===== config.mk =====
export PLATFORM = sky130hd
export DESIGN_NAME = rename_unit
export DESIGN_NICKNAME = d
export VERILOG_FILES = /design/src/rtl/ooo_pkg.sv /design/src/rtl/rename_unit.sv
export VERILOG_INCLUDE_DIRS = /design/src /design/src/include
export SDC_FILE = /design/constraint.sdc
export NUM_CORES = 1
export LEC_CHECK = 0
export ABC_CLOCK_PERIOD_IN_PS = 3100
export BUFFER_PORTS_ARGS = -buffer_cell sky130_fd_sc_hd__buf_2
export CAP_MARGIN = 20
export CELL_PAD_IN_SITES_DETAIL_PLACEMENT = 1
export CELL_PAD_IN_SITES_GLOBAL_PLACEMENT = 1
export CORE_MARGIN = 2
export CORE_UTILIZATION = 30
export DETAILED_ROUTE_END_ITERATION = 10
export PLACE_DENSITY_LB_ADDON = 0.1
export SLEW_MARGIN = 15
export SYNTH_ARGS = -nofsm -noshare
export SYNTH_HDL_FRONTEND = slang
export SYNTH_SLANG_ARGS = --single-unit

===== constraint.sdc =====
create_clock -name clk -period 3.1 [get_ports clk]
set_clock_uncertainty 0.1 [all_clocks]
set_input_delay 0.31 -clock clk [delete_from_list [all_inputs] [get_ports clk]]
set_output_delay 0.31 -clock clk [all_outputs]
set_load 0.01 [all_outputs]

===== src/include/ooo_params.svh =====
`ifndef OOO_PARAMS_SVH
`define OOO_PARAMS_SVH

// datapath
`define XLEN 32

// register files
`define ARCH_REGS 32
`define PHYS_REGS 64
`define PTAG_W 6

// window sizes
`define ROB_DEPTH 16
`define ROB_IDX_W 4
`define RS_DEPTH 4

// multiplier pipeline stages
`define MUL_LATENCY 3

`endif

===== src/rtl/ooo_pkg.sv =====
`include "ooo_params.svh"

package ooo_pkg;

    typedef enum logic [2:0] {
        ALU_ADD,
        ALU_SUB,
        ALU_AND,
        ALU_OR,
        ALU_XOR,
        ALU_SLT
    } alu_op_t;

    typedef struct packed {
        logic                  has_dest;  // low for rd == x0
        logic [4:0]            rd;
        logic [4:0]            rs1;
        logic [4:0]            rs2;
        logic                  use_imm;
        logic [`XLEN-1:0]      imm;
        alu_op_t               op;
        logic                  is_mul;
        logic                  legal;
    } uop_t;

    typedef struct packed {
        logic                  ready;
        logic [`PTAG_W-1:0]    tag;
        logic [`XLEN-1:0]      value;
    } src_t;

    typedef struct packed {
        alu_op_t               op;
        logic [`PTAG_W-1:0]    dest;
    } alu_payload_t;

    typedef struct packed {
        logic [`PTAG_W-1:0]    dest;
    } mul_payload_t;

    typedef struct packed {
        logic                  valid;
        logic [`PTAG_W-1:0]    tag;
        logic [`ROB_IDX_W-1:0] rob;
        logic [`XLEN-1:0]      value;
    } cdb_t;

    typedef struct packed {
        logic                  valid;
        logic                  write;
        logic [4:0]            rd;
        logic [`XLEN-1:0]      value;
    } commit_t;

endpackage


===== src/rtl/rename_unit.sv =====
`timescale 1ns/100ps
`include "ooo_params.svh"

module rename_unit (
    input  logic               clk,
    input  logic               reset,
    input  logic               dispatch,
    input  ooo_pkg::uop_t      uop,
    output logic [`PTAG_W-1:0] src1_tag,
    output logic [`PTAG_W-1:0] src2_tag,
    output logic [`PTAG_W-1:0] dest_tag,
    output logic [`PTAG_W-1:0] old_tag,
    output logic               free_empty,
    input  logic               commit_free,
    input  logic [`PTAG_W-1:0] commit_tag
);
    // at most PHYS_REGS - ARCH_REGS tags can be free at once
    localparam int FL_DEPTH = `PHYS_REGS - `ARCH_REGS;
    localparam int FL_PTR_W = $clog2(FL_DEPTH);
    localparam int CNT_W    = FL_PTR_W + 1;

    logic [`PTAG_W-1:0] rat [`ARCH_REGS];
    logic [`PTAG_W-1:0] free_list [FL_DEPTH];
    logic [FL_PTR_W-1:0] fl_head;
    logic [FL_PTR_W-1:0] fl_tail;
    logic [CNT_W-1:0]    fl_count;
    logic                pop;

    assign pop        = dispatch & uop.has_dest;
    assign free_empty = (fl_count == '0);
    assign src1_tag   = rat[uop.rs1];
    assign src2_tag   = rat[uop.rs2];
    assign old_tag    = rat[uop.rd];
    assign dest_tag   = uop.has_dest ? free_list[fl_head] : '0;  // p0 means no write

    always_ff @(posedge clk) begin
        if (reset) begin
            for (int i = 0; i < `ARCH_REGS; i++) begin
                rat[i] <= `PTAG_W'(i);
            end
            for (int i = 0; i < FL_DEPTH; i++) begin
                free_list[i] <= `PTAG_W'(`ARCH_REGS + i);
            end
            fl_head  <= '0;
            fl_tail  <= '0;
            fl_count <= CNT_W'(FL_DEPTH);
        end else begin
            if (pop) begin
                rat[uop.rd] <= free_list[fl_head];
                fl_head     <= fl_head + 1'b1;
            end
            if (commit_free) begin
                free_list[fl_tail] <= commit_tag;  // recycled old mapping
                fl_tail            <= fl_tail + 1'b1;
            end
            fl_count <= fl_count + CNT_W'(commit_free) - CNT_W'(pop);
        end
    end

    // the ROB only frees tags that an earlier dispatch popped
    assert property (@(posedge clk) disable iff (reset)
        commit_free |-> fl_count < CNT_W'(FL_DEPTH));

endmodule


==> impl_metrics.json, run 1 <==
{
  "status": "complete, but fails checks",
  "violations": "setup timing",
  "dp_cells": 2553,
  "wl_per_cell_um": 28.2,
  "grt.total_usage": 0.202,
  "grtUsageMet1": 0.299,
  "ys.flop_type": "edfxtp_1",
  "path_delay_family": "simple AND/OR/NAND/NOR gates",
  "synth_cell_type_count": 45,
  "min_from": "dispatch",
  "synth-adder-area-share": 0.00783,
  "yosys_warnings": 0,
  "fin_crit_sh": 1.04,
  "rows": 98,
  "final_cells": 2668,
  "busiest_layer": "met2",
  "core-area_sq_mm": 0.0716,
  "ir_drop_uv": 342,
  "critPathBufInv": 4,
  "min_to": "fl_head[1]$_SDFFE_PP0P_",
  "cts_buffer_depth": 3,
  "critical_path_class": "reg -> out",
  "grt_pass1_wl_mm": 109,
  "critical_path.cell_chain": "buf_8 -> buf_12 -> buf_4 -> mux2i_1 -> a22oi_2 -> a21oi_1 -> or4_4 -> nor2_4 -> buf_6",
  "vias": 14300,
  "min_path_cells": 4,
  "postSynthAreaPerCell_sq_um": 13.5,
  "syn_nets": 1686,
  "synth_edf_count": 384,
  "worst_pin_slew_ns": 0.787,
  "remaining_drc_errors": 0,
  "syn_area_sq_mm": 0.0217,
  "fin_ws_ns": -0.132,
  "clk_pin_slew_ns": 0.05,
  "max_freq_ghz": 0.309,
  "cts_tree": "built",
  "initial_core_util": 0.304,
  "p_per_area_mw_per_mm2": 527,
  "insertion_delay_ns": 0.59,
  "mostFrequentLayoutCells": "edfxtp_1, nor2_1, mux4_2",
  "combPwrFrac": 0.136,
  "synthSimpleGateAreaFrac": 0.140,
  "antenna_found_initial": 2,
  "first_global_vias": 14900,
  "required_ns": 2.69,
  "crit_arrival_ns": 2.82,
  "place.port_buffers": 50,
  "grt_use_met3": 0.0251,
  "p_seq_frac": 0.458,
  "die_y_um": 273,
  "clock-sinks": 405,
  "cts_buffers": 49,
  "vias_per_cell": 5.38,
  "routed_wl_mm": 75.1,
  "synth_compound_area_frac": 0.0336,
  "io_pins": 89,
  "cts-root-buf": "clkbuf_16",
  "r2r_cells": 10,
  "ant_nets": 0,
  "die_w_um": 273,
  "p_leak_nw": 7.67,
  "drt_iter0_drc": 1228,
  "overflow": 0,
  "final_net_count": 1756,
  "p_int_mw": 9.99,
  "switchingPower_mw": 3.50,
  "slew_violations": 0,
  "start_kind": "register",
  "syn_to_final_growth_pct": 17.7,
  "final_cell_area_sq_mm": 0.0256,
  "synth-xor-area-share": 0.00443,
  "grt_max_degree": 49,
  "dpl_cell_area_sq_mm": 0.0235,
  "max_stage_delay_ns": 0.64,
  "finalSetupViolations": 6,
  "synth_top_family_by_area": "multiplexers",
  "layout_commonest_cell": "edfxtp_1",
  "place_congestion": 0.854,
  "postSynthCellCount": 1609,
  "switching_share": 0.259,
  "relSlewSlack": 0.475,
  "reg2reg_to": "rat[31][5]$_SDFFCE_PN0P_",
  "ys_ff_latch": 405,
  "worst-path-max-fanout": 7,
  "htree_levels": 2,
  "end_kind": "output pin",
  "timing_hold_violations_final": 0,
  "gr-usage-met2": 0.314,
  "drv_cap": 0,
  "worstHoldPathType": "in -> reg",
  "drive_gt1_frac": 0.294,
  "rrSetupSlack_ns": 0.29,
  "clkPwrFrac": 0.405,
  "die_area_sq_mm": 0.0746,
  "firstDrtPassIters": 5,
  "async_flop_share": 0,
  "yosysSeqAreaShare": 0.550,
  "dpl.hpwl_mm": 51.3,
  "cp_slowest_cell": "or4_4",
  "fillerInstances": 7521,
  "rsz0062_at_grt": "yes",
  "synthMuxAreaShare": 0.225,
  "fin_crit_ns": 3.23
}
## cells by family after synthesis
kind of cell | count (synthesis)
mux | 277
xor+xnor | 11
compound gates | 105
simple gates | 633
fa+ha+maj | 13
buf+inv | 165
flops | 405
## worst max-delay path by stage
stage | from | to | slack (ns) | cells past startpoint
global placement | register | dest_tag[0] | 0.15 | 8
detailed placement | register | dest_tag[0] | 0.17 | 8
floorplan | uop[43] | src1_tag[0] | 0.57 | 4
CTS | register | dest_tag[0] | -0.18 | 10
global route | register | dest_tag[5] | -0.19 | 10
finish | register | dest_tag[3] | -0.13 | 9
## repair_timing
action,in CTS,in global routing
resized for setup,37,31
endpoints found under the hold margin,4,0
gates cloned,5,1
pin swaps,14,32
hold buffers,4,0
endpoints found under the setup margin,6,6
setup buffers,12,10
## layer usage
metal,vias up,share of wire
met5,-,0
met4,0,0.022
met3,78,0.044
met2,330,0.46
met1,7654,0.48
li1,6286,-
## stage by stage
| stage | util | total power, mW | hold slack (ns) | setup slack [ns] | TNS [ns] |
|---|---|---|---|---|---|
| final | 0.357 | 13.5 | 0.164 | -0.132 | -0.472 |
| after global routing | 0.357 | 14.0 | 0.211 | -0.193 | -0.960 |
| after CTS | 0.355 | 13.6 | 0.134 | -0.179 | -0.979 |
| after detailed placement | 0.328 | 8.06 | 0.399 | 0.170 | 0 |
| after global placement | 0.328 | 8.04 | 0.399 | 0.155 | 0 |
| after floorplan | - | 7.34 | 0.358 | 0.565 | 0 |
## power groups by stage
| stage | logic (mW) | clock network (mW) | registers, mW |
|---|---|---|---|
| 4_1_cts | 1.83 | 5.60 | 6.19 |
| 6_report | 1.84 | 5.47 | 6.18 |
| 5_1_grt | 1.96 | 5.80 | 6.20 |
| 3_5_place_dp | 1.77 | 0 | 6.30 |
| 2_1_floorplan | 1.08 | 0 | 6.26 |
| 3_3_place_gp | 1.74 | 0 | 6.29 |
## registers in the layout, summed over array words and instances (netlist names), named ones only
register	flops
fl_tail	5
fl_count	6
rat	192
free_list	192
fl_head	5
## cells in the mapped netlist (3+ instances only)
cell	count	area, sq um
a211oi_1	6	45.0
a21oi_1	22	110
a22oi_1	72	541
and2_1	38	238
buf_1	9	33.8
buf_2	20	100
buf_4	8	60.1
buf_6	17	191
clkbuf_1	97	364
dfxtp_1	21	420
edfxtp_1	384	11500
ha_1	12	150
inv_1	11	41.3
mux2_2	12	135
mux2i_1	97	971
mux4_2	168	3780
nand2_1	156	586
nand2b_1	40	250
nand3_1	20	100
nand3b_1	6	45.0
nand4_1	10	62.6
nor2_1	192	721
nor2b_1	5	31.3
nor3_1	46	230
nor4b_1	3	26.3
o21bai_1	3	22.5
or2_2	37	231
or3_1	62	388
or4_1	6	45.0
xnor2_1	4	35.0
xor2_1	7	61.3
## area by class of cell
type / count / area (sq um) / share of cell area
repair buffers: 173 / 1720 / 0.0674
multi-input cells: 1039 / 9180 / 0.359
flip-flops and latches: 405 / 12000 / 0.467
diodes: 1 / 2.50 / 0.0000978
clock buffers: 73 / 1390 / 0.0542
inverters: 11 / 41.3 / 0.00161
well taps: 950 / 1190 / 0.0465
clock inverters: 16 / 95.1 / 0.00372
## worst min-delay path, cell delays in order
cell and delay, ns:
buf_2 0.10, and2_1 0.21, nand2_1 0.12, a21oi_1 0.06
Note: power is estimated with default switching activity, not from simulation.
==> run 2, diff against run 1 <==
==> constraint.sdc (replaced) <==
create_clock -name clk -period 3.1 [get_ports clk]
set_clock_uncertainty 0.1 [all_clocks]
set_input_delay 0.31 -clock clk [delete_from_list [all_inputs] [get_ports clk]]
set_output_delay 0.31 -clock clk [all_outputs]
set_load 0.02 [all_outputs]
==> run 2 against run 1 <==
The flow still finishes with violations (setup timing); power fell by 0.18%; flip-flop and latch count did not move; maximum frequency barely moved; largest cell class unchanged; critical endpoint is now dest_tag[4]; clock power fell by 2%; core utilization rose by 0.091 points; combinational power rose by 3%; register-to-register slack got worse by 0.04 ns; final cell count rose by 0.22%; die area did not move; global-route usage fell by 0.11 points; sequential share of layout area fell by 0.12 points; wire length fell by 1.1%.
==> impl_metrics.json, run 2 (same netlist as run 1, synthesis figures left out) <==
{
  "max_freq_ghz": 0.309,
  "combPwrFrac": 0.141,
  "fin_ws_ns": -0.133,
  "relSlewSlack": 0.482,
  "worstHoldPathType": "in -> reg",
  "antenna_found_initial": 3,
  "worst-path-max-fanout": 7,
  "rows": 98,
  "dpl.hpwl_mm": 51.5,
  "initial_core_util": 0.304,
  "switching_share": 0.265,
  "routed_wl_mm": 74.3,
  "syn_to_final_growth_pct": 18.0,
  "rsz0062_at_grt": "yes",
  "place_ws_ns": 0.203,
  "final_net_count": 1759,
  "die_y_um": 273,
  "max_stage_delay_ns": 0.53,
  "p_seq_frac": 0.459,
  "clock-sinks": 405,
  "io_pins": 89,
  "crit_top_cell": "buf_12",
  "p_leak_nw": 7.69,
  "place.port_buffers": 50,
  "finalSetupTns_ns": -0.593,
  "crit_arrival_ns": 2.82,
  "vias_per_cell": 5.37,
  "ant_nets": 0,
  "required_ns": 2.69,
  "postLayoutCoreUtil": 0.358,
  "firstDrtPassIters": 5,
  "drv_cap": 0,
  "critical_path_class": "reg -> out",
  "cp_slowest_cell": "or4_4",
  "remaining_drc_errors": 0,
  "grt.total_usage": 0.200,
  "switchingPower_mw": 3.56,
  "mostFrequentLayoutCells": "edfxtp_1, nor2_1, mux4_2",
  "timing_hold_violations_final": 0,
  "die_area_sq_mm": 0.0746,
  "fin_crit_ns": 3.23,
  "grt_max_degree": 40,
  "vias": 14300,
  "place_congestion": 0.840,
  "clkPwrFrac": 0.400,
  "first_global_vias": 14800,
  "drt_iter0_drc": 1240,
  "cts_tree": "built",
  "critical_path.cell_chain": "buf_12 -> buf_12 -> buf_8 -> buf_4 -> mux2i_1 -> a22oi_2 -> a21oi_2 -> or4_4 -> buf_12 -> nor2_4 -> buf_6",
  "cts_buffer_depth": 3,
  "cts_buffers": 48,
  "clk_pin_slew_ns": 0.06,
  "drive_gt1_frac": 0.298,
  "worst_pin_slew_ns": 0.777,
  "cts-root-buf": "clkbuf_16",
  "end_kind": "output pin",
  "start_kind": "register",
  "ir_drop_uv": 515,
  "slew_violations": 0,
  "insertion_delay_ns": 0.60,
  "fin_crit_sh": 1.04,
  "finalSetupViolations": 6,
  "violations": "setup timing",
  "die_w_um": 273,
  "overflow": 0,
  "grt_pass1_wl_mm": 108,
  "layout_commonest_cell": "edfxtp_1",
  "p_int_mw": 9.90,
  "htree_levels": 2,
  "core-area_sq_mm": 0.0716,
  "status": "complete, but fails checks",
  "r2r_cells": 11,
  "min_path_cells": 5,
  "largest_registers": "free_list x192, rat x192, fl_count x6",
  "wl_per_cell_um": 27.8,
  "p_per_area_mw_per_mm2": 525
}
[run 2: cell count changes in the layout (fill, tap and decap cells not counted), sizes merged]
| cell | delta |
|---|---|
| clkbuf | -13 |
| clkinv | +7 |
| buf | +6 |
| inv | +3 |
| clkinvlp | +2 |
| bufbuf | +1 |
| diode | +1 |
| dlygate4sd3 | -1 |
[run 2: through the flow]
stage               instances  total power, mW  instance area [sq um]  hold slack [ns]
floorplan                1609             7.38                  21700            0.358
global placement         2557             8.10                  23600            0.391
detailed placement       2557             8.12                  23600            0.392
CTS                      2672             13.6                  25600            0.125
global route             2673             13.9                  25600            0.172
finish                   2674             13.5                  25600            0.153
[run 2: cell type report]
type,instances,area (sq um)
Antenna cell,2,5.00
Clock buffer,62,1290
Clock inverter,28,166
Fill cell,7481,46000
Inverter,11,41.3
Multi-Input combinational cell,1039,9200
Sequential cell,405,12000
Tap cell,950,1190
Timing Repair Buffer,177,1790
[run 2: timing repair]
item | 4_1_cts | 5_1_grt
hold buffers | 3 | 0
pin swaps | 21 | 14
setup endpoints to repair | 6 | 6
setup buffers | 23 | 1
endpoints found under the hold margin | 5 | 0
cloned | 3 | 0
resized for setup | 68 | 9
[run 2: worst paths after layout]
kind | slack, ns | end | startpoint
max | -0.13 | dest_tag[4] | register
min | 0.15 | fl_head[1]$_SDFFE_PP0P_ | dispatch
max reg2reg | 0.25 | rat[16][5]$_SDFFCE_PN0P_ | register
min reg2reg | 0.40 | fl_head[4]$_SDFFE_PP0P_ | fl_head[4]$_SDFFE_PP0P_
[run 2: worst max-delay path, delay by kind of cell, from the launching register on]
kind	cells	cell delay, ns
AND/OR/NAND/NOR	2	0.61
buffers and inverters	6	0.85
flip-flops	1	0.36
multiplexers	1	0.13
AO/OA/AOI/OAI	2	0.25
[run 2: metal layers]
layer / part of all wire / vias to the layer above / track usage
met5: 0 / - / 0
met2: 0.45 / 345 / 0.311
met3: 0.046 / 75 / 0.0275
met4: 0.016 / 0 / 0.0384
li1: - / 6284 / -
met1: 0.48 / 7645 / 0.300
[run 2: power groups by stage]
| stage | sequential [mW] | clock (mW) | combinational, mW |
|---|---|---|---|
| floorplan | 6.26 | 0 | 1.11 |
| global placement | 6.29 | 0 | 1.81 |
| detailed placement | 6.30 | 0 | 1.82 |
| CTS | 6.19 | 5.52 | 1.92 |
| global route | 6.20 | 5.72 | 2.02 |
| finish | 6.19 | 5.38 | 1.90 |
