==> src/include/ooo_params.svh <==
`ifndef OOO_PARAMS_SVH
`define OOO_PARAMS_SVH

// datapath
`define XLEN 32

// register files
`define ARCH_REGS 32
`define PHYS_REGS 64
`define PTAG_W 6

// window sizes
`define ROB_DEPTH 16
`define ROB_IDX_W 4
`define RS_DEPTH 4

// multiplier pipeline stages
`define MUL_LATENCY 3

`endif
==> src/rtl/ooo_pkg.sv <==
`include "ooo_params.svh"

package ooo_pkg;

    typedef enum logic [2:0] {
        ALU_ADD,
        ALU_SUB,
        ALU_AND,
        ALU_OR,
        ALU_XOR,
        ALU_SLT
    } alu_op_t;

    typedef struct packed {
        logic                  has_dest;  // low for rd == x0
        logic [4:0]            rd;
        logic [4:0]            rs1;
        logic [4:0]            rs2;
        logic                  use_imm;
        logic [`XLEN-1:0]      imm;
        alu_op_t               op;
        logic                  is_mul;
        logic                  legal;
    } uop_t;

    typedef struct packed {
        logic                  ready;
        logic [`PTAG_W-1:0]    tag;
        logic [`XLEN-1:0]      value;
    } src_t;

    typedef struct packed {
        alu_op_t               op;
        logic [`PTAG_W-1:0]    dest;
    } alu_payload_t;

    typedef struct packed {
        logic [`PTAG_W-1:0]    dest;
    } mul_payload_t;

    typedef struct packed {
        logic                  valid;
        logic [`PTAG_W-1:0]    tag;
        logic [`ROB_IDX_W-1:0] rob;
        logic [`XLEN-1:0]      value;
    } cdb_t;

    typedef struct packed {
        logic                  valid;
        logic                  write;
        logic [4:0]            rd;
        logic [`XLEN-1:0]      value;
    } commit_t;

endpackage

==> src/rtl/int_alu.sv <==
`timescale 1ns/100ps
`include "ooo_params.svh"

module int_alu (
    input  logic                  clk,
    input  logic                  reset,
    input  logic                  issue,
    input  ooo_pkg::alu_payload_t payload,
    input  logic [`ROB_IDX_W-1:0] rob,
    input  logic [`XLEN-1:0]      a,
    input  logic [`XLEN-1:0]      b,
    output ooo_pkg::cdb_t         result
);
    import ooo_pkg::*;

    logic [`XLEN-1:0] alu_out;

    always_comb begin
        case (payload.op)
            ALU_SUB: alu_out = a - b;
            ALU_AND: alu_out = a & b;
            ALU_OR:  alu_out = a | b;
            ALU_XOR: alu_out = a ^ b;
            ALU_SLT: alu_out = `XLEN'($signed(a) < $signed(b));
            default: alu_out = a + b;
        endcase
    end

    // drives bus 0 one cycle after issue
    always_ff @(posedge clk) begin
        if (reset)
            result.valid <= 1'b0;
        else
            result <= '{valid: issue, tag: payload.dest, rob: rob, value: alu_out};
    end

endmodule

==> config.mk <==
export PLATFORM = sky130hd
export DESIGN_NAME = int_alu
export DESIGN_NICKNAME = d
export VERILOG_FILES = /design/src/rtl/ooo_pkg.sv /design/src/rtl/int_alu.sv
export VERILOG_INCLUDE_DIRS = /design/src /design/src/include
export SDC_FILE = /design/constraint.sdc
export NUM_CORES = 1
export LEC_CHECK = 0
export ABC_AREA = 1
export BUFFER_PORTS_ARGS = -buffer_cell sky130_fd_sc_hd__buf_2
export CORE_UTILIZATION = 65
export DETAILED_ROUTE_END_ITERATION = 6
export PLACE_DENSITY = 0.93
export SETUP_SLACK_MARGIN = 0.1
export SYNTH_ARGS = -nofsm -noshare
export SYNTH_HDL_FRONTEND = slang
export SYNTH_SLANG_ARGS = --single-unit
==> constraint.sdc <==
create_clock -name clk -period 4.7 [get_ports clk]
set_input_delay 0.705 -clock clk [delete_from_list [all_inputs] [get_ports clk]]
set_output_delay 0.705 -clock clk [all_outputs]
set_load 0.05 [all_outputs]
==> impl_metrics.ini, run 1 <==
[logic_synthesis]
yosys.cell_count.top_type = nand2_1
synth_commonest_cells = nand2_1 (396), inv_1 (273), nand3_1 (113)
synth-edff-count = 42
ys_top_cells_by_area = nand2_1 (18%), edfxtp_1 (15%), ha_1 (15%), inv_1 (12%), nand3_1 (6.9%)
async_reset_ff_frac = 0
netlist_instances = 1353
yosysTopAreaCell = nand2_1
yosys_warnings = 0
synth_cell_type_count = 42
synth_seq_cells = 43
synth_top_cell_area_share = 0.1806
netlist_area_um2 = 8230
synth_area_per_cell_um2 = 6.083
synth_ff_type = edfxtp_1
syn-num-nets = 1531
synth-seq-area-share = 0.1557

[routing]
drtAntennaViolNets = 0
wirelength_um = 27610
post_drt_via_cell_ratio = 5.661
routedWlPerCell_um = 17.11
vias = 9137
route.detailed.drc = 5
drt-initial-drc-count = 1318
first_pass_iters = 7

[global_route]
grt-ovfl-total = 0
grt_pass1_wl_um = 43040
grt_max_degree = 43
grt_antenna_before_repair = 0
grt_use_total = 0.4313
grt_pass1_vias = 8531

[clocking]
cts_buffers = 5
cts.sinks = 43
cts_buffer_depth = 2
cts_hold_buffers = 0
cts_tree = built
cts_setup_buffers = 0
root_buffer = clkbuf_16
cts_resized = 0
clkTransAtPathRegs_ps = 80
htree_levels = 2

[worst_hold_path]
hold_class = input pin to flop

[worst_setup_path]
end_kind = flop
arrival_ps = 2710
path_class = input pin to flop
required_ps = 4740
start_kind = input pin
crit_fanout = 10

[timing]
setup_viol = 0
maxSlewViolCount = 0
tightest_slew_ps = 1255
hold_viol = 0
fin_crit_sh = 0.5673
fmax_ghz = 0.3750
period_needed_ps = 2666
rsz0062_at_grt = no
tns_ps = 0
slew_headroom = 0.1625

[power_and_ir_drop]
irDropWorstVdd_v = 0.0001764
p_switching_w = 0.001007
intPower_w = 0.0009867
combPwrFrac = 0.556
pwr_density_cell_nw_per_um2 = 224.6
cellLeakagePower_nw = 5.115
power.share.clock = 0.193
totalPowerFinal_w = 0.001994
switching_share = 0.5051
seq_power_share = 0.251

[place]
gp_congestion = 1.048
hpwl_um = 22260
port-buffer-count = 122
placed_area_um2 = 8726

[die]
io_pins = 123
die_w_um = 114.5
start_util = 0.6767
core-area_um2 = 12160
rows = 40
die_h_um = 114.5
dieArea_um2 = 13120

[finish]
drive_gt1_frac = 0.1916
final_area_um2 = 8876
reg_top3 = result: 43 flops
top_register = result
n_antenna_cell = 0
largest_register_ffs = 43
nets = 1623
syn_to_final_growth_pct = 7.844
fillers = 1047

[status]
status = finished, violations left
violations = design-rule violations

[job]
drv_cap = 0
==> critical path, stage by stage <==
cell and delay (ps):
buf_2 120, inv_1 50, ha_1 460, nor2_2 250, nand2_1 150, inv_1 80
nand2_1 70, nand2_1 200, nand2_2 100, nand2_2 130, nand2_2 120, nand2_1 80
nand2_1 50, nand3_1 60, nand3_1 80
==> layer usage <==
metal  track usage  vias up  share of wire
met5             0        -              0
met4        0.1905        0          0.045
met3       0.09264       96           0.13
met2        0.6865      625           0.43
met1        0.5605     4058           0.40
li1              -     4358              -
==> final cells by class <==
type	count	area, um^2	share of cell area
repair buffers	125	633.1	0.07133
well taps	168	210.2	0.02368
inverters	310	1167	0.1315
flip-flops and latches	43	1281	0.1443
clock buffers	5	125.1	0.01410
multi-input cells	960	5434	0.6122
clock inverters	3	25.02	0.002819
==> path summary, 6_finish.rpt <==
| kind | startpoint | to | slack (ps) | depth (start not counted) |
|---|---|---|---|---|
| worst max-delay path | a[5] | result[31] | 2030 | 15 |
| worst min-delay path | payload[1] | result[37] | 570 | 1 |
==> per-stage QoR <==
step / std cells / util / hold slack (ps) / setup slack, ps
after global routing: 1614 / 0.7298 / 575.9 / 1923
after global placement: 1606 / 0.7175 / 880.8 / 1846
after floorplan: 1353 / - / 776.2 / 2377
after CTS: 1614 / 0.7298 / 571.9 / 2122
after detailed placement: 1606 / 0.7175 / 883.4 / 1798
final: 1614 / 0.7298 / 570.2 / 2034
==> layout by cell type, fill, tap and decap left out, types with 17 or more instances in the layout <==
cell type / n
nand3_1: 113
edfxtp_1: 42
inv_2: 32
nor2_1: 70
nor2_2: 32
o21ai_0: 21
nand4_1: 17
o22ai_1: 25
buf_2: 122
a21oi_1: 72
ha_1: 96
nand2_1: 396
inv_1: 272
nand2_2: 34
==> power by group through the flow <==
stage,Clock (W),Combinational [W],Sequential [W]
after floorplan,0,0.000647,0.000679
after global placement,0,0.00105,0.000505
after detailed placement,0,0.00107,0.000507
after CTS,0.000382,0.00108,0.000500
after global routing,0.000391,0.00119,0.000504
final,0.000386,0.00111,0.000500
==> cell families (layout without fill, tap and decap cells) <==
kind of cell / Yosys count / count (layout) / synth area share
simple gates: 709 / 709 / 0.3974
xor+xnor: 9 / 9 / 0.009578
buf+inv: 350 / 443 / 0.1841
flops: 43 / 43 / 0.1557
fa+ha+maj: 98 / 98 / 0.1508
compound gates: 144 / 144 / 0.1025
No activity file was read; power rests on OpenSTA's default activity.
==> run 2, diff against run 1 <==
--- a/config.mk
+++ b/config.mk
@@ -6,11 +6,11 @@
 export SDC_FILE = /design/constraint.sdc
 export NUM_CORES = 1
 export LEC_CHECK = 0
-export ABC_AREA = 1
+export ABC_AREA = 0
 export BUFFER_PORTS_ARGS = -buffer_cell sky130_fd_sc_hd__buf_2
-export CORE_UTILIZATION = 65
+export CORE_UTILIZATION = 53
 export DETAILED_ROUTE_END_ITERATION = 6
-export PLACE_DENSITY = 0.93
+export PLACE_DENSITY = 0.83
 export SETUP_SLACK_MARGIN = 0.1
 export SYNTH_ARGS = -nofsm -noshare
 export SYNTH_HDL_FRONTEND = slang
==> constraint.sdc (replaced) <==
create_clock -name clk -period 2.1 [get_ports clk]
set_input_delay 0.315 -clock clk [delete_from_list [all_inputs] [get_ports clk]]
set_output_delay 0.315 -clock clk [all_outputs]
set_load 0.05 [all_outputs]
==> impl_metrics.ini, run 2 <==
[logic_synthesis]
synth-seq-area-share = 0.1859
async_reset_ff_frac = 0
yosysTopAreaCell = edfxtp_1
syn-num-nets = 1096
yosys.cell_count.top_type = a21oi_1
synth_top_family_by_area = compound AO/OA/AOI/OAI gates
synth_simple_gate_area_frac = 0.1587
yosys_warnings = 0
ys_top_cells_by_area = edfxtp_1 (18%), ha_1 (17%), a21oi_1 (8.1%), inv_1 (5.8%), nor2_1 (5.6%)
synth_commonest_cells = a21oi_1 (111), inv_1 (106), nor2_1 (103)
synth-compound-area-share = 0.3537
synth_fa_ha_area_frac = 0.1801
netlist_area_um2 = 6892
synth_top_cell_area_share = 0.1830
synth_ff_type = edfxtp_1
synth_seq_cells = 43
netlist_instances = 918
synth-edff-count = 42
synth_cell_type_count = 87
synth_mux_area_frac = 0.01035
synth_area_per_cell_um2 = 7.507
synthXorXnorAreaFrac = 0.02033

[clocking]
cts_buffer_depth = 2
cts_buffers = 5
root_buffer = clkbuf_16
htree_levels = 2
cts_hold_buffers = 0
cts.sinks = 43

[die]
rows = 41
io_pins = 123
die_w_um = 116.0
start_util = 0.5439
die_h_um = 116.0

[timing]
worstEndpointType = register data pin
postGrtWorstEndpoint = result[28]$_DFFE_PN_/D

[status]
tool.error = [ERROR GRT-0232] Routing congestion too high. Check the congestion heatmap in the GUI.
status = aborted with a tool error
failing_step = global routing

[place]
gp_congestion = 1.044
port-buffer-count = 122
hpwl_um = 20360
place_inst = 1453

[global_route]
grt_max_degree = 60
grt-ovfl-total = 142
grt_use_total = 0.8235
run 2: cell count changes after synthesis, sizes merged, moves of 17 or more:
| cell | delta |
|---|---|
| a211oi | +17 |
| nand2 | -380 |
| nand3 | -104 |
| buf | -19 |
| a21o | +17 |
| a21oi | +33 |
| o21ai | +25 |
| inv | -198 |
| clkbuf | +30 |
run 2: cell families after synthesis:
| logic type | after synthesis |
|---|---|
| and+or+nand+nor | 245 |
| muxes | 7 |
| AOI/OAI and AO/OA | 349 |
| DFF | 43 |
| buffers and inverters | 160 |
| adders and majority gates | 98 |
| xor gates and xnor gates | 16 |
run 2: what timing repair did:
action / 4_1_cts
hold endpoints to repair: 0
setup buffers: 17
resized for setup: 97
pin swaps: 64
endpoints found under the setup margin: 29
run 2: routing by layer:
metal  overflow  track usage
met2         79       0.9690
met3          8       0.6940
met4         55       0.8812
met5          0       0.3815
met1          0       0.8017
run 2: through the flow:
step / hold WS, ps / area (um^2) / TNS, ps / utilization / worst slack (ps)
2_1_floorplan: 386.6 / 7193 / -10920 / - / -658.2
3_3_place_gp: 491.1 / 10020 / -20610 / 0.7908 / -921.7
3_5_place_dp: 493.1 / 10020 / -22710 / 0.7908 / -1051
4_1_cts: 189.9 / 10800 / -11660 / 0.8525 / -677.6
==> run 3, diff against run 2 <==
--- a/config.mk
+++ b/config.mk
@@ -8,10 +8,9 @@
 export LEC_CHECK = 0
 export ABC_AREA = 0
 export BUFFER_PORTS_ARGS = -buffer_cell sky130_fd_sc_hd__buf_2
-export CORE_UTILIZATION = 53
+export CORE_UTILIZATION = 40
 export DETAILED_ROUTE_END_ITERATION = 6
-export PLACE_DENSITY = 0.83
-export SETUP_SLACK_MARGIN = 0.1
+export PLACE_DENSITY_LB_ADDON = 0.15
 export SYNTH_ARGS = -nofsm -noshare
 export SYNTH_HDL_FRONTEND = slang
 export SYNTH_SLANG_ARGS = --single-unit
==> constraint.sdc (replaced) <==
create_clock -name clk -period 2.7 [get_ports clk]
set_input_delay 0.405 -clock clk [delete_from_list [all_inputs] [get_ports clk]]
set_output_delay 0.405 -clock clk [all_outputs]
set_load 0.05 [all_outputs]
==> impl_metrics.ini, run 3 <==
[place]
gp_congestion = 0.9467
port-buffer-count = 122
dpl_worst_slack_ps = -620.2
place_inst = 1438
placed_area_um2 = 9480
hpwl_um = 18840

[routing]
vias = 8156
post_drt_via_cell_ratio = 5.556
routedWlPerCell_um = 16.70
wirelength_um = 24510
drt-initial-drc-count = 867
first_pass_iters = 6
route.detailed.drc = 0
drtAntennaViolNets = 0

[logic_synthesis]
synth_top_cell_area_share = 0.1830
syn-num-nets = 1096
yosys.cell_count.top_type = a21oi_1
netlist_area_um2 = 6892
synth_seq_cells = 43
synth_area_per_cell_um2 = 7.507
yosys_warnings = 0
synth_cell_type_count = 87
synth_ff_type = edfxtp_1
netlist_instances = 918
ys_top_cells_by_area = edfxtp_1 (18%), ha_1 (17%), a21oi_1 (8.1%), inv_1 (5.8%), nor2_1 (5.6%)
synth_commonest_cells = a21oi_1 (111), inv_1 (106), nor2_1 (103)
async_reset_ff_frac = 0
yosysTopAreaCell = edfxtp_1
synth-seq-area-share = 0.1859
synth-edff-count = 42

[timing]
hold_viol = 0
rsz0062_at_grt = yes
fmax_ghz = 0.3402
tightest_slew_ps = 645.6
fin_crit_sh = 1.089
setup_viol = 8
slew_headroom = 0.5690
period_needed_ps = 2940
maxSlewViolCount = 0
worst_slack_ps = -239.5

[worst_setup_path]
required_ps = 2750
end_kind = flop
worstPathCellList = buf_8 > clkinv_8 > ha_4 > inv_2 > fa_2 > nor2b_4 > o211ai_2 > a31oi_2 > a31o_4 > a2111oi_4 > buf_4 > o21ai_2 > nand4b_1 > o211ai_1 > a32o_1
start_kind = input pin
slowest_delay_ps = 370
path_class = input pin to flop
arrival_ps = 2990
cp_slowest_cell = fa_2
crit_fanout = 4

[status]
violations = negative setup slack
status = finished, violations left

[finish]
fillers = 1537
final_cell_mix = buf_4 (244), buf_2 (117), a21oi_1 (102), nor2_1 (99), inv_1 (96)
final_cells = 1468
syn_to_final_growth_pct = 47.97
reg_top3 = result: 43 flops
final_common_cell = buf_4
top_register = result
largest_register_ffs = 43
final_util = 0.6106
final_area_um2 = 10200
n_antenna_cell = 0
nets = 1425
drive_gt1_frac = 0.3894

[power_and_ir_drop]
pwr_density_cell_nw_per_um2 = 378.7
cellLeakagePower_nw = 4.869
irDropWorstVdd_v = 0.0002613

[worst_hold_path]
hold_class = input pin to flop
min_to = result[36]
min_from = payload[0]
min_path_cells = 1

[clocking]
cts_buffers = 5
htree_levels = 2
cts.sinks = 43
cts_buffer_depth = 2
cts_tree = built
root_buffer = clkbuf_16
clkTransAtPathRegs_ps = 70

[die]
dieArea_um2 = 17760
start_util = 0.4126
io_pins = 123
die_w_um = 133.3
rows = 47
core-area_um2 = 16700
die_h_um = 133.3

[global_route]
grt_pass1_wl_um = 38460
grt_max_degree = 68
grt-ovfl-total = 0
grt_use_total = 0.2695
grt_antenna_before_repair = 0
grt_pass1_vias = 7553

[job]
drv_cap = 0
-- run 3: cell counts after synthesis --
No cell type changed its count.
-- run 3: stage by stage --
step | total power, W | hold slack (ps) | TNS (ps)
after global placement | 0.003004 | 581.2 | -7962
after detailed placement | 0.003017 | 583.7 | -8756
after CTS | 0.003758 | 272.6 | -685.8
after global routing | 0.004075 | 268.8 | -1992
final | 0.003862 | 277.2 | -898.5
after floorplan | 0.002187 | 476.6 | -835.7
-- run 3: critical path: cells and delay by family --
| family | cells | cell delay (ps) |
|---|---|---|
| adders and majority gates | 2 | 490 |
| buffers and inverters | 4 | 370 |
| AOI/OAI and AO/OA | 7 | 1380 |
| and+or+nand+nor | 2 | 330 |
-- run 3: worst max path at each step --
stage / start / to / slack, ps / cells past startpoint
global route: a[0] / result[28] / -320 / 15
global placement: a[0] / result[27] / -500 / 12
finish: a[0] / result[28] / -240 / 15
CTS: a[0] / result[0] / -170 / 14
floorplan: a[0] / result[0] / -150 / 13
detailed placement: a[0] / result[30] / -620 / 13
-- run 3: final cells by class --
| cell class | count | area [um^2] | share of cell area |
|---|---|---|---|
| multi-input combinational | 715 | 5460 | 0.5355 |
| clock buffer | 5 | 125.1 | 0.01227 |
| tap | 220 | 275.3 | 0.02699 |
| clock inverter | 3 | 23.77 | 0.002331 |
| inverter | 109 | 445.4 | 0.04368 |
| timing repair buffer | 373 | 2586 | 0.2536 |
| sequential | 43 | 1281 | 0.1256 |
-- run 3: power by group --
group	switching, W	internal [W]
logic	0.00135	0.000983
registers	0.0000223	0.000838
clock network	0.000324	0.000348
total	0.00169	0.00217
-- run 3: cell families after synthesis --
kind of cell / Yosys count / synth area share
compound gates: 349 / 0.3537
xor+xnor: 16 / 0.02033
fa+ha+maj: 98 / 0.1801
buf+inv: 160 / 0.09096
flops: 43 / 0.1859
mux: 7 / 0.01035
simple gates: 245 / 0.1587
-- run 3: what timing repair did --
item                                    CTS  global route
pin swaps                                14            34
setup buffers                            10            12
hold buffers                              0             0
gates resized for setup                  30            58
hold endpoints to repair                  0             0
endpoints found under the setup margin   17            22
-- run 3: metal layers --
layer	GRT usage	vias to the layer above	wire length, um
met5	0	-	0
met4	0.06503	0	410
met3	0.03577	30	1960
met2	0.4366	341	11080
met1	0.3769	3793	11070
li1	-	3992	-
==> run 4, diff against run 3 <==
--- a/config.mk
+++ b/config.mk
@@ -8,9 +8,12 @@
 export LEC_CHECK = 0
 export ABC_AREA = 0
 export BUFFER_PORTS_ARGS = -buffer_cell sky130_fd_sc_hd__buf_2
+export CORE_ASPECT_RATIO = 0.7
 export CORE_UTILIZATION = 40
 export DETAILED_ROUTE_END_ITERATION = 6
+export HOLD_SLACK_MARGIN = 0.02
 export PLACE_DENSITY_LB_ADDON = 0.15
+export SETUP_SLACK_MARGIN = 0.1
 export SYNTH_ARGS = -nofsm -noshare
 export SYNTH_HDL_FRONTEND = slang
 export SYNTH_SLANG_ARGS = --single-unit
==> impl_metrics.ini, run 4 (synthesis gave the netlist of run 3 again) <==
[finish]
top_register = result
final_area_um2 = 11030
n_antenna_cell = 0
nets = 1472
largest_register_ffs = 43
final_util = 0.6647
reg_top3 = result: 43 flops
final_cell_mix = buf_4 (283), buf_2 (117), a21oi_1 (94), nor2_1 (93), inv_1 (92)
syn_to_final_growth_pct = 60.02
final_common_cell = buf_4
drive_gt1_frac = 0.4417

[routing]
drt-initial-drc-count = 899
drtAntennaViolNets = 0
route.detailed.drc = 0
wirelength_um = 26740
vias = 8438
routedWlPerCell_um = 17.59
post_drt_via_cell_ratio = 5.551
first_pass_iters = 5

[global_route]
grt_pass1_wl_um = 41750
grt_use_total = 0.2924
grt_pass1_vias = 7777
grt-ovfl-total = 0
grt_antenna_before_repair = 0
grt_max_degree = 91

[clocking]
cts_buffer_depth = 2
cts_buffers = 5
cts.sinks = 43
cts_tree = built
htree_levels = 2
root_buffer = clkbuf_16
clkTransAtPathRegs_ps = 70

[place]
gp_congestion = 0.9369
placed_area_um2 = 9772
dpl_worst_slack_ps = -567.7
hpwl_um = 20000
port-buffer-count = 122

[worst_setup_path]
required_ps = 2750
crit_fanout = 4
end_kind = flop
path_class = input pin to flop
start_kind = input pin
critical_path.startpoint = a[0]
arrival_ps = 2900

[timing]
fmax_ghz = 0.3517
hold_viol = 0
rsz0062_at_grt = yes
hold_slack_ps = 276.0
tightest_slew_ps = 621.6
maxSlewViolCount = 0
period_needed_ps = 2843
setup_viol = 16
fin_crit_sh = 1.053
worst_slack_ps = -143.1
slew_headroom = 0.5856

[power_and_ir_drop]
pwr_density_cell_nw_per_um2 = 380.7
irDropWorstVdd_v = 0.0002605
cellLeakagePower_nw = 5.190

[status]
violations = negative setup slack
status = finished, violations left

[worst_hold_path]
min_from = rob[1]
hold_class = input pin to flop
min_to = result[33]
min_path_cells = 1

[die]
rows = 39
io_pins = 123
die_w_um = 158.9
start_util = 0.4154
die_h_um = 111.8
core-area_um2 = 16590
dieArea_um2 = 17770

[job]
drv_cap = 0
## run 4: cell types whose count changed in the layout (fill, tap and decap cells not counted), moves of 6 or more
cell     before  now
a21oi_1     102   94
buf_4       244  283
buf_6         7   14
ha_1         84   77
ha_4          8   18
nor2_1       99   93
## run 4: how the worst max path moves through the flow
stage / endpoint / slack, ps / cells past startpoint
final: result[28] / -140 / 15
after global routing: result[30] / -280 / 14
after CTS: result[0] / -220 / 14
after detailed placement: result[30] / -570 / 13
after global placement: result[24] / -540 / 13
after floorplan: result[0] / -150 / 13
## run 4: timing repair
| action | in CTS | in global routing |
|---|---|---|
| gates cloned | 0 | 0 |
| hold buffers | 0 | 0 |
| resized for setup | 81 | 77 |
| endpoints found under the setup margin | 23 | 26 |
| setup buffers | 19 | 19 |
| pin swaps | 51 | 48 |
## run 4: worst max-delay path, cell delays in order
cell,delay (ps)
buf_12,120
inv_12,50
ha_4,130
inv_2,30
fa_2,340
nor2b_4,150
o211ai_4,210
a31oi_4,130
a31o_4,260
a2111oi_4,320
buf_4,200
o21ai_4,60
nand4b_1,170
o211ai_1,100
a32o_1,240
## run 4: cell type report
type	instances	area, um^2
Sequential cell	43	1281
Multi-Input combinational cell	715	5891
Timing Repair Buffer	420	2960
Clock buffer	5	125.1
Inverter	109	445.4
Tap cell	225	281.5
Clock inverter	3	43.79
Fill cell	1442	5563
## run 4: metal layers
| metal | vias up | track usage | share of wire |
|---|---|---|---|
| met4 | 0 | 0.04936 | 0.0092 |
| li1 | 4084 | - | - |
| met3 | 25 | 0.04322 | 0.093 |
| met2 | 416 | 0.4295 | 0.42 |
| met1 | 3913 | 0.4504 | 0.48 |
| met5 | - | 0 | 0 |
## run 4: through the flow
stage / setup TNS [ps] / instances / total power [W]
after floorplan: -853.4 / 918 / 0.002204
after global placement: -8941 / 1478 / 0.003088
after detailed placement: -9785 / 1478 / 0.003105
after CTS: -1077 / 1501 / 0.003990
after global routing: -2925 / 1520 / 0.004409
final: -1140 / 1520 / 0.004198
## run 4: report_power, final
group	internal [W]	total (W)	switching (W)
Clock	0.000437	0.000731	0.000294
Combinational	0.00112	0.00260	0.00148
Sequential	0.000839	0.000864	0.0000245
